**config.mk**
```make
export PLATFORM = sky130hd
export DESIGN_NAME = wide_narrow_arbiter
export DESIGN_NICKNAME = d
export VERILOG_FILES = /design/src/rtl/mem_island_pkg.sv /design/src/rtl/wide_narrow_arbiter.sv
export SDC_FILE = /design/constraint.sdc
export NUM_CORES = 1
export LEC_CHECK = 0
export BUFFER_PORTS_ARGS = -buffer_cell sky130_fd_sc_hd__buf_4
export CAP_MARGIN = 0
export CORE_AREA = 4 4 41 43
export CTS_CLUSTER_SIZE = 30
export DETAILED_ROUTE_END_ITERATION = 7
export DIE_AREA = 0 0 45 47
export HOLD_SLACK_MARGIN = 0.02
export PLACE_DENSITY = 0.32
export REMOVE_ABC_BUFFERS = 1
export SYNTH_ARGS = -nofsm -noshare
export SYNTH_HDL_FRONTEND = slang
export SYNTH_SLANG_ARGS = --single-unit
```
**constraint.sdc**
```tcl
create_clock -name clk_i -period 0.8 [get_ports clk_i]
set_input_delay 0.08 -clock clk_i [delete_from_list [all_inputs] [get_ports clk_i]]
set_output_delay 0.08 -clock clk_i [all_outputs]
set_load 0.005 [all_outputs]
```
**src/rtl/mem_island_pkg.sv**
```systemverilog
// Shared constants, the dual-view address union and the narrow and wide
// request/response structs of the memory island
package mem_island_pkg;

    // ------------------------------------------------------------------------
    // Geometry
    // ------------------------------------------------------------------------
    localparam int unsigned ADDR_WIDTH       = 10;
    localparam int unsigned NARROW_WIDTH     = 32;
    localparam int unsigned WIDE_WIDTH       = 64;
    localparam int unsigned NUM_NARROW_BANKS = 4;
    localparam int unsigned NUM_WIDE_BANKS   = 2;
    localparam int unsigned WIDE_FACTOR      = 2;
    localparam int unsigned WORDS_PER_BANK   = 64;
    localparam int unsigned BANK_ADDR_WIDTH  = 6;
    localparam int unsigned NUM_NARROW_PORTS = 2;
    localparam int unsigned NUM_WIDE_PORTS   = 2;

    // Derived field widths
    localparam int unsigned NARROW_STRB_WIDTH = NARROW_WIDTH / 8;
    localparam int unsigned WIDE_STRB_WIDTH   = WIDE_WIDTH / 8;
    localparam int unsigned NARROW_SEL_WIDTH  = $clog2(NUM_NARROW_BANKS);
    localparam int unsigned WIDE_SEL_WIDTH    = $clog2(NUM_WIDE_BANKS);
    // Lane index inside a wide bank pair
    localparam int unsigned LANE_SEL_WIDTH    = $clog2(WIDE_FACTOR);
    localparam int unsigned NARROW_OFF_WIDTH  = ADDR_WIDTH - BANK_ADDR_WIDTH - NARROW_SEL_WIDTH;
    localparam int unsigned WIDE_OFF_WIDTH    = ADDR_WIDTH - BANK_ADDR_WIDTH - WIDE_SEL_WIDTH;

    // ------------------------------------------------------------------------
    // Address views
    // ------------------------------------------------------------------------
    // Narrow view, word | bank(2) | byte offset(2)
    typedef struct packed {
        logic [BANK_ADDR_WIDTH-1:0]  word;
        logic [NARROW_SEL_WIDTH-1:0] bank;
        logic [NARROW_OFF_WIDTH-1:0] offset;
    } narrow_addr_t;

    // Wide view, word | pair select(1) | byte offset(3)
    typedef struct packed {
        logic [BANK_ADDR_WIDTH-1:0] word;
        logic [WIDE_SEL_WIDTH-1:0]  bank;
        logic [WIDE_OFF_WIDTH-1:0]  offset;
    } wide_addr_t;

    // Same address word, decoded by whichever crossbar sees it
    typedef union packed {
        narrow_addr_t narrow;
        wide_addr_t   wide;
    } mem_addr_u;

    // ------------------------------------------------------------------------
    // Requests and responses
    // ------------------------------------------------------------------------
    typedef struct packed {
        logic                         valid;
        logic                         write;
        mem_addr_u                    addr;
        logic [NARROW_WIDTH-1:0]      wdata;
        logic [NARROW_STRB_WIDTH-1:0] strb;
    } narrow_req_t;

    typedef struct packed {
        logic                    gnt;
        logic                    rvalid;
        logic [NARROW_WIDTH-1:0] rdata;
    } narrow_rsp_t;

    typedef struct packed {
        logic                       valid;
        logic                       write;
        mem_addr_u                  addr;
        logic [WIDE_WIDTH-1:0]      wdata;
        logic [WIDE_STRB_WIDTH-1:0] strb;
    } wide_req_t;

    typedef struct packed {
        logic                  gnt;
        logic                  rvalid;
        logic [WIDE_WIDTH-1:0] rdata;
    } wide_rsp_t;

endpackage

```
**src/rtl/wide_narrow_arbiter.sv**
```systemverilog
// Per bank pair arbitration between the narrow and the wide crossbar
`timescale 1ns/1ps

module wide_narrow_arbiter (
    input  logic                                        clk_i,
    input  logic                                        reset_i,
    input  logic [mem_island_pkg::NUM_NARROW_BANKS-1:0] narrow_valid_i,
    input  logic [mem_island_pkg::NUM_WIDE_BANKS-1:0]   wide_valid_i,
    output logic [mem_island_pkg::NUM_NARROW_BANKS-1:0] narrow_ready_o,
    output logic [mem_island_pkg::NUM_WIDE_BANKS-1:0]   wide_ready_o
);

    // Priority bit per pair, 0 favours narrow
    logic [mem_island_pkg::NUM_WIDE_BANKS-1:0] prio_q;
    logic [mem_island_pkg::NUM_WIDE_BANKS-1:0] narrow_any;
    logic [mem_island_pkg::NUM_WIDE_BANKS-1:0] contend;
    logic [mem_island_pkg::NUM_WIDE_BANKS-1:0] wide_win;

    // ------------------------------------------------------------------------
    // Pair ownership
    // ------------------------------------------------------------------------
    always_comb begin
        for (int w = 0; w < mem_island_pkg::NUM_WIDE_BANKS; w++) begin
            // Narrow side contends if it hits either bank of the pair
            narrow_any[w] = |narrow_valid_i[w*mem_island_pkg::WIDE_FACTOR +:
                                            mem_island_pkg::WIDE_FACTOR];
            contend[w]    = narrow_any[w] & wide_valid_i[w];
            // Uncontended wide request wins outright
            wide_win[w]   = contend[w] ? prio_q[w] : wide_valid_i[w];
        end
    end

    assign wide_ready_o = wide_win;

    // Both narrow banks of a pair follow the pair outcome
    always_comb begin
        for (int i = 0; i < mem_island_pkg::NUM_NARROW_BANKS; i++) begin
            narrow_ready_o[i] = ~wide_win[i / mem_island_pkg::WIDE_FACTOR];
        end
    end

    // Flip after every contended cycle
    always_ff @(posedge clk_i) begin
        if (reset_i) begin
            prio_q <= '0;
        end else begin
            for (int w = 0; w < mem_island_pkg::NUM_WIDE_BANKS; w++) begin
                if (contend[w]) begin
                    prio_q[w] <= ~prio_q[w];
                end
            end
        end
    end

endmodule

```
# Word-level counts from Yosys, hierarchy flattened
# Cells that the tools add are included.
# classes
n_mux	2
bitwise_logic	6
n_reduce_logical	2
# ops
operator	n
$not A1 Y1	4
$reduce_or A2 Y1	2
$and A1 B1 Y1	2
$mux W1	2
# word_totals
ff_bits	2
in_bits	8
out_inout_bits	6
wordCells	12

# Longest topological paths before layout
# Gate-level depths: netlist of run 1.
# depth
word_depth	4
depth_mapped	3
ltp_nobuf	2

# Least setup slack after synthesis of run 1
# No wires, ideal clock.
# synth_path
path_kind	flip-flop to output port
from	register prio_q[0] (netlist bit)
to	output narrow_ready_o[1] (netlist bit)
t_arrival_ns	0.710
required_time_ns	0.720
slack_ns	0.010
stages_incl_launch_ff	3
n_path_buf	1
path_cell_list	dfxtp_1 > o21ai_0 > buf_4
# synth_between
elab_chain_len	2
# synth_lines
item	line	source
from (decl)	wide_narrow_arbiter.sv:14	logic [mem_island_pkg::NUM_WIDE_BANKS-1:0] prio_q;
from (signal, indexed assignment)	wide_narrow_arbiter.sv:49	prio_q[w] <= ~prio_q[w];
$mux W1	wide_narrow_arbiter.sv:29	wide_win[w] = contend[w] ? prio_q[w] : wide_valid_i[w];
$not A1 Y1	--	
to (decl)	wide_narrow_arbiter.sv:9	output logic [mem_island_pkg::NUM_NARROW_BANKS-1:0] narrow_ready_o,
# No other way between the ends.

# Final worst setup path of run 1
# layout_path
from	register prio_q[0] (netlist bit)
to	output wide_ready_o[0] (netlist bit)
# layout_between
elab_chain_len	1
# layout_lines
item	line	source
$mux W1	wide_narrow_arbiter.sv:29	
to (decl)	wide_narrow_arbiter.sv:10	output logic [mem_island_pkg::NUM_WIDE_BANKS-1:0] wide_ready_o
# No other way between the ends.

==> flow_metrics.tcl, run 1 <==
set metrics [dict create \
    hold_ws_ns 0.220 \
    via_count 174 \
    synthCells 18 \
    reg2reg_slack_ns -0.01 \
    violations "negative setup slack" \
    dp.cells 44 \
    wire_per_inst_um 9.17 \
    totalWireLength_um 431 \
    p_per_area_mw_per_mm2 1610 \
    critPathTopFamily "flip-flops" \
    ys_ff_latch 2 \
    hold_violations 0 \
    cts_tree "yes" \
    ios 14 \
    grt_use_total_pct 5.52 \
    path_buf_inv 1 \
    synth_compound_gate_area_share_pct 23.7 \
    fmax_ghz 1.09 \
    synth_top_family_by_area "compound AO/OA/AOI/OAI gates" \
    final_common_cell "buf_4" \
    grt_pass1_wl_um 731 \
    synth.distinct_cells 8 \
    slew_violations 0 \
    pre_cts_slack_ns -0.00269 \
    clk_path_buf_depth 2 \
    r2r_end "prio_q[0]" \
    cts_sinks 2 \
    fin_skew_ns 0 \
    path_clk_slew_ns 0.03 \
    design.die.area_sq_mm 0.00212 \
    drtIter0Drc 1 \
    crit_slowest_cell "dfxtp_2" \
    reg2reg_from "prio_q[0]" \
    regMostFlops "prio_q" \
    critPathKind "flip-flop to output pin" \
    most-common-layout-cells "12 x buf_4, 4 x nor2_1, 3 x clkbuf_4" \
    grt_pass1_vias 202 \
    yosys_warnings 0 \
    start_util_pct 11.3 \
    cpPeakStageDelay_ns 0.32 \
    internal-power_w 0.000366 \
    antenna_cells 0 \
    io_buffers 13 \
    hold_buffers 0 \
    clkLatencyLatePin_ns 0.22 \
    grt_overflow 0 \
    end_kind "output pin" \
    power_frac_comb_pct 27.7 \
    area_growth_pct 98.3 \
    p_leak_nw 0.136 \
    largest_reg_flops 2 \
    final_nets 42 \
    crit_start "prio_q[0]" \
    arrival_ns 0.84 \
    swShare_pct 22.7 \
    rows 13 \
    setup.worst_path.end "wide_ready_o[0]" \
    cts_setup_buffers 0 \
    r2r_cells 2 \
    min_path_type "input pin to flip-flop" \
    die_y_um 47 \
    cp.required_ns 0.72 \
    yosys.area_share.simple_pct 18.6 \
    globalplace.congestion 0.725 \
    route.detailed.drc 0 \
    max_cap_violations 0 \
    layout-drive-gt1-share_pct 71.9 \
    vdd_drop_max_mv 0.471 \
    maxSlewHeadroom_pct 88.4 \
    dr.pass1.iters 2 \
    core_sq_mm 0.00130 \
    synthAdderAreaFrac_pct 0 \
    worstSetupStartpointType "flip-flop" \
    top_regs "prio_q: 2 flops" \
    setup_viol_count_final 8 \
    seqPwrFrac_pct 26.2 \
    die_x_um 45 \
    power_frac_clock_pct 46.0 \
    via_per_inst 3.70 \
    synth_area_sq_um 148 \
    synth.yosys.seq_area_share_pct 27.1 \
    fin_crit_ns 0.919 \
    numCtsBuffers 3 \
    cp.depth 2 \
    htree_levels 1 \
    syn_avg_cell_area_sq_um 8.20 \
    netSwitchingPower_w 0.000107 \
    cp_max_fo 4 \
    synth-xor-area-share_pct 0 \
    status "finished, violations left" \
    fill_cells 155 \
    ctsRootBufferMaster "clkbuf_4" \
    synth.area.mux_share_pct 20.3 \
    antenna_found_initial 0 \
    crit_chain "o21a_1 -> buf_4" \
    setup_ws_ns -0.119 \
    ant_nets 0 \
    grt_setup_unrepaired "true" \
    grt_max_degree 5 \
    fin_crit_sh_pct 115 \
    tightest_slew_ns 0.172 \
    finalNonFillerCells 47 \
]
kinds of logic (layout without fill, tap and decap cells):
logic type      count (synthesis)  in the layout
compound gates                  6              6
buf+inv                         2             16
flops                           2              2
mux                             2              2
simple gates                    6              6
power groups by stage:
stage	sequential [W]	combinational, W	clock [W]
CTS	0.000124	0.000129	0.000231
global placement	0.000120	0.000119	0
detailed placement	0.000120	0.000120	0
global route	0.000125	0.000146	0.000232
floorplan	0.000118	0.0000483	0
finish	0.000124	0.000131	0.000217
layout make-up:
cell class / count / area, sq um / share of cell area (%)
well taps: 15 / 18.8 / 6.41
flip-flops and latches: 2 / 42.5 / 14.5
clock buffers: 3 / 22.5 / 7.69
multi-input cells: 14 / 108 / 36.8
repair buffers: 13 / 101 / 34.6
worst min path at each step:
stage                 startpoint               to  depth (start not counted)
2_1_floorplan    wide_valid_i[0]  wide_ready_o[0]                          1
3_3_place_gp   narrow_valid_i[2]        prio_q[1]                          3
3_5_place_dp   narrow_valid_i[2]        prio_q[1]                          3
4_1_cts        narrow_valid_i[2]        prio_q[1]                          3
5_1_grt        narrow_valid_i[2]        prio_q[1]                          3
6_report       narrow_valid_i[2]        prio_q[1]                          3
repair_timing:
action,CTS,global route
endpoints found under the setup margin,8,8
resized for setup,7,2
hold endpoints to repair,0,0
pin swaps,4,0
layer usage:
layer	GRT usage [%]	vias up	routed length, um
met5	0	-	0
met4	7.02	0	0
met3	3.83	0	94
met2	7.63	14	171
met1	4.75	71	164
li1	-	89	-
through the flow:
| step | setup TNS, ns | instance area [sq um] | utilization [%] | power (W) |
|---|---|---|---|---|
| floorplan | 0 | 133 | - | 0.000167 |
| global placement | 0 | 249 | 19.1 | 0.000239 |
| detailed placement | -0.00380 | 249 | 19.1 | 0.000240 |
| CTS | -0.666 | 285 | 21.9 | 0.000483 |
| global route | -0.834 | 293 | 22.5 | 0.000503 |
| finish | -0.559 | 293 | 22.5 | 0.000473 |
synth_stat cells:
| master | number | area [sq um] |
|---|---|---|
| o21ai_0 | 2 | 10.0 |
| buf_4 | 2 | 15.0 |
| o21ai_1 | 2 | 10.0 |
| nor2_1 | 4 | 15.0 |
| mux2_4 | 2 | 30.0 |
| nor2b_1 | 2 | 12.5 |
| dfxtp_1 | 2 | 40.0 |
| o21a_1 | 2 | 15.0 |
worst reg2reg max path, delay by kind of cell, from the launching register on:
family	cells	cell delay, ns
flops	1	0.32
mux	1	0.24
simple gates	1	0.12
No activity file was read; power rests on OpenSTA's default activity.
==> inputs of run 2 (changes only) <==
--- a/config.mk
+++ b/config.mk
@@ -5,14 +5,14 @@
 export SDC_FILE = /design/constraint.sdc
 export NUM_CORES = 1
 export LEC_CHECK = 0
-export BUFFER_PORTS_ARGS = -buffer_cell sky130_fd_sc_hd__buf_4
 export CAP_MARGIN = 0
 export CORE_AREA = 4 4 41 43
 export CTS_CLUSTER_SIZE = 30
 export DETAILED_ROUTE_END_ITERATION = 7
 export DIE_AREA = 0 0 45 47
+export DONT_BUFFER_PORTS = 1
 export HOLD_SLACK_MARGIN = 0.02
-export PLACE_DENSITY = 0.32
+export PLACE_DENSITY_LB_ADDON = 0.05
 export REMOVE_ABC_BUFFERS = 1
 export SYNTH_ARGS = -nofsm -noshare
 export SYNTH_HDL_FRONTEND = slang
==> flow_metrics.tcl, run 2 (synthesized netlist as in run 1, its figures left out) <==
set metrics [dict create \
    status "finished, violations left" \
    violations "negative setup slack" \
    hold_violations 0 \
    grt_use_total_pct 4.26 \
    internal-power_w 0.000320 \
    p_leak_nw 0.0798 \
    hold_buffers 0 \
    io_buffers 0 \
    cts_setup_buffers 0 \
    setup_viol_count_final 8 \
    swShare_pct 21.0 \
    cp_max_fo 4 \
    netSwitchingPower_w 0.0000850 \
    cp.required_ns 0.72 \
    path_clk_slew_ns 0.03 \
    clk_path_buf_depth 2 \
    fin_crit_ns 0.854 \
    top_regs "prio_q: 2 flops" \
    antenna_cells 0 \
    power_frac_clock_pct 52.5 \
    vdd_drop_max_mv 0.391 \
    p_per_area_mw_per_mm2 2040 \
    seqPwrFrac_pct 31.0 \
    drtIter0Drc 0 \
    antenna_found_initial 0 \
    pre_cts_slack_ns -0.0162 \
    wire_per_inst_um 9.47 \
    start_util_pct 11.3 \
    fmax_ghz 1.17 \
    grt_setup_unrepaired "true" \
    maxSlewHeadroom_pct 88.1 \
    grt_pass1_wl_um 545 \
    critPathKind "flip-flop to output pin" \
    dr.pass1.iters 1 \
    numCtsBuffers 3 \
    cts_sinks 2 \
    via_per_inst 3.53 \
    grt_overflow 0 \
    globalplace.congestion 0.509 \
    layout-drive-gt1-share_pct 52.4 \
    cpPeakStageDelay_ns 0.33 \
    ctsRootBufferMaster "clkbuf_4" \
    crit_slowest_cell "dfxtp_2" \
    worstSetupStartpointType "flip-flop" \
    cts_tree "yes" \
    worstHoldPathCells 2 \
    design.die.area_sq_mm 0.00212 \
    route.detailed.drc 0 \
    most-common-layout-cells "4 x nor2_1, 3 x clkbuf_4" \
    rows 13 \
    ios 14 \
    power_frac_comb_pct 16.6 \
    ant_nets 0 \
    clkLatencyLatePin_ns 0.22 \
    grt_pass1_vias 149 \
    final_common_cell "nor2_1" \
    totalWireLength_um 341 \
    reg2reg_slack_ns -0.02 \
    stdcell_area_sq_um 199 \
    dp.final_hpwl_um 296 \
    end_kind "output pin" \
    arrival_ns 0.77 \
    slew_violations 0 \
    crit_chain "o21ai_2 -> buf_4" \
    die_y_um 47 \
    grt_max_degree 5 \
    htree_levels 1 \
    regMostFlops "prio_q" \
    postPlaceCellArea_sq_um 166 \
    largest_reg_flops 2 \
    area_growth_pct 34.7 \
    min_path_type "input pin to flip-flop" \
    fin_skew_ns 0 \
    via_count 127 \
    setup_ws_ns -0.0535 \
    core_sq_mm 0.00130 \
    final_nets 31 \
    die_x_um 45 \
    tightest_slew_ns 0.178 \
    r2r_cells 2 \
    fin_crit_sh_pct 107 \
    max_cap_violations 0 \
]
-- run 2: cell count changes in the layout (fill, tap and decap cells not counted) --
cell     delta
buf_4      -10
buf_6       -1
nor2b_1     +1
nor2b_4     -1
-- run 2: timing repair --
item / CTS / global route
resized for setup: 4 / 2
setup endpoints to repair: 8 / 8
pin swaps: 3 / 2
cloned: 0 / 0
-- run 2: worst max-delay path, delay by kind of cell, from the launching register on --
family / cells / cell delay (ns)
DFF: 1 / 0.33
buffers and inverters: 1 / 0.13
AOI/OAI and AO/OA: 1 / 0.10
-- run 2: power by group through the flow --
stage	logic [W]	clock network (W)	registers, W
after floorplan	0.0000483	0	0.000118
after global placement	0.0000646	0	0.000121
after detailed placement	0.0000641	0	0.000122
after CTS	0.0000650	0.000225	0.000124
after global routing	0.0000751	0.000229	0.000128
final	0.0000671	0.000213	0.000126
-- run 2: path summary, 6_finish.rpt --
kind,start,end
max,prio_q[1],narrow_ready_o[3]
min,reset_i,prio_q[0]
max reg2reg,prio_q[1],prio_q[1]
min reg2reg,prio_q[0],prio_q[0]
-- run 2: area by class of cell --
type | count | area [sq um]
fillers | 160 | 1100
flip-flops and latches | 2 | 42.5
well taps | 15 | 18.8
clock buffers | 3 | 22.5
multi-input cells | 14 | 100
repair buffers | 2 | 15.0
-- run 2: metrics by stage --
| step | setup TNS (ns) | power (W) | hold slack [ns] | instances | util (%) |
|---|---|---|---|---|---|
| 2_1_floorplan | 0 | 0.000167 | 0.250 | 16 | - |
| 3_3_place_gp | -0.0128 | 0.000186 | 0.260 | 33 | 12.8 |
| 3_5_place_dp | -0.0266 | 0.000186 | 0.257 | 33 | 12.8 |
| 4_1_cts | -0.382 | 0.000414 | 0.0918 | 36 | 14.7 |
| 5_1_grt | -0.524 | 0.000432 | 0.0934 | 36 | 15.3 |
| 6_report | -0.262 | 0.000405 | 0.103 | 36 | 15.3 |
-- run 2: per-layer routing --
metal / global-route usage [%] / part of all wire (%) / wire length [um] / vias up
met4: 9.36 / 5.6 / 19 / 0
met3: 1.15 / 8.8 / 30 / 2
met2: 3.95 / 46 / 156 / 9
met5: 0 / 0 / 0 / -
met1: 4.74 / 39 / 134 / 49
li1: - / - / - / 67
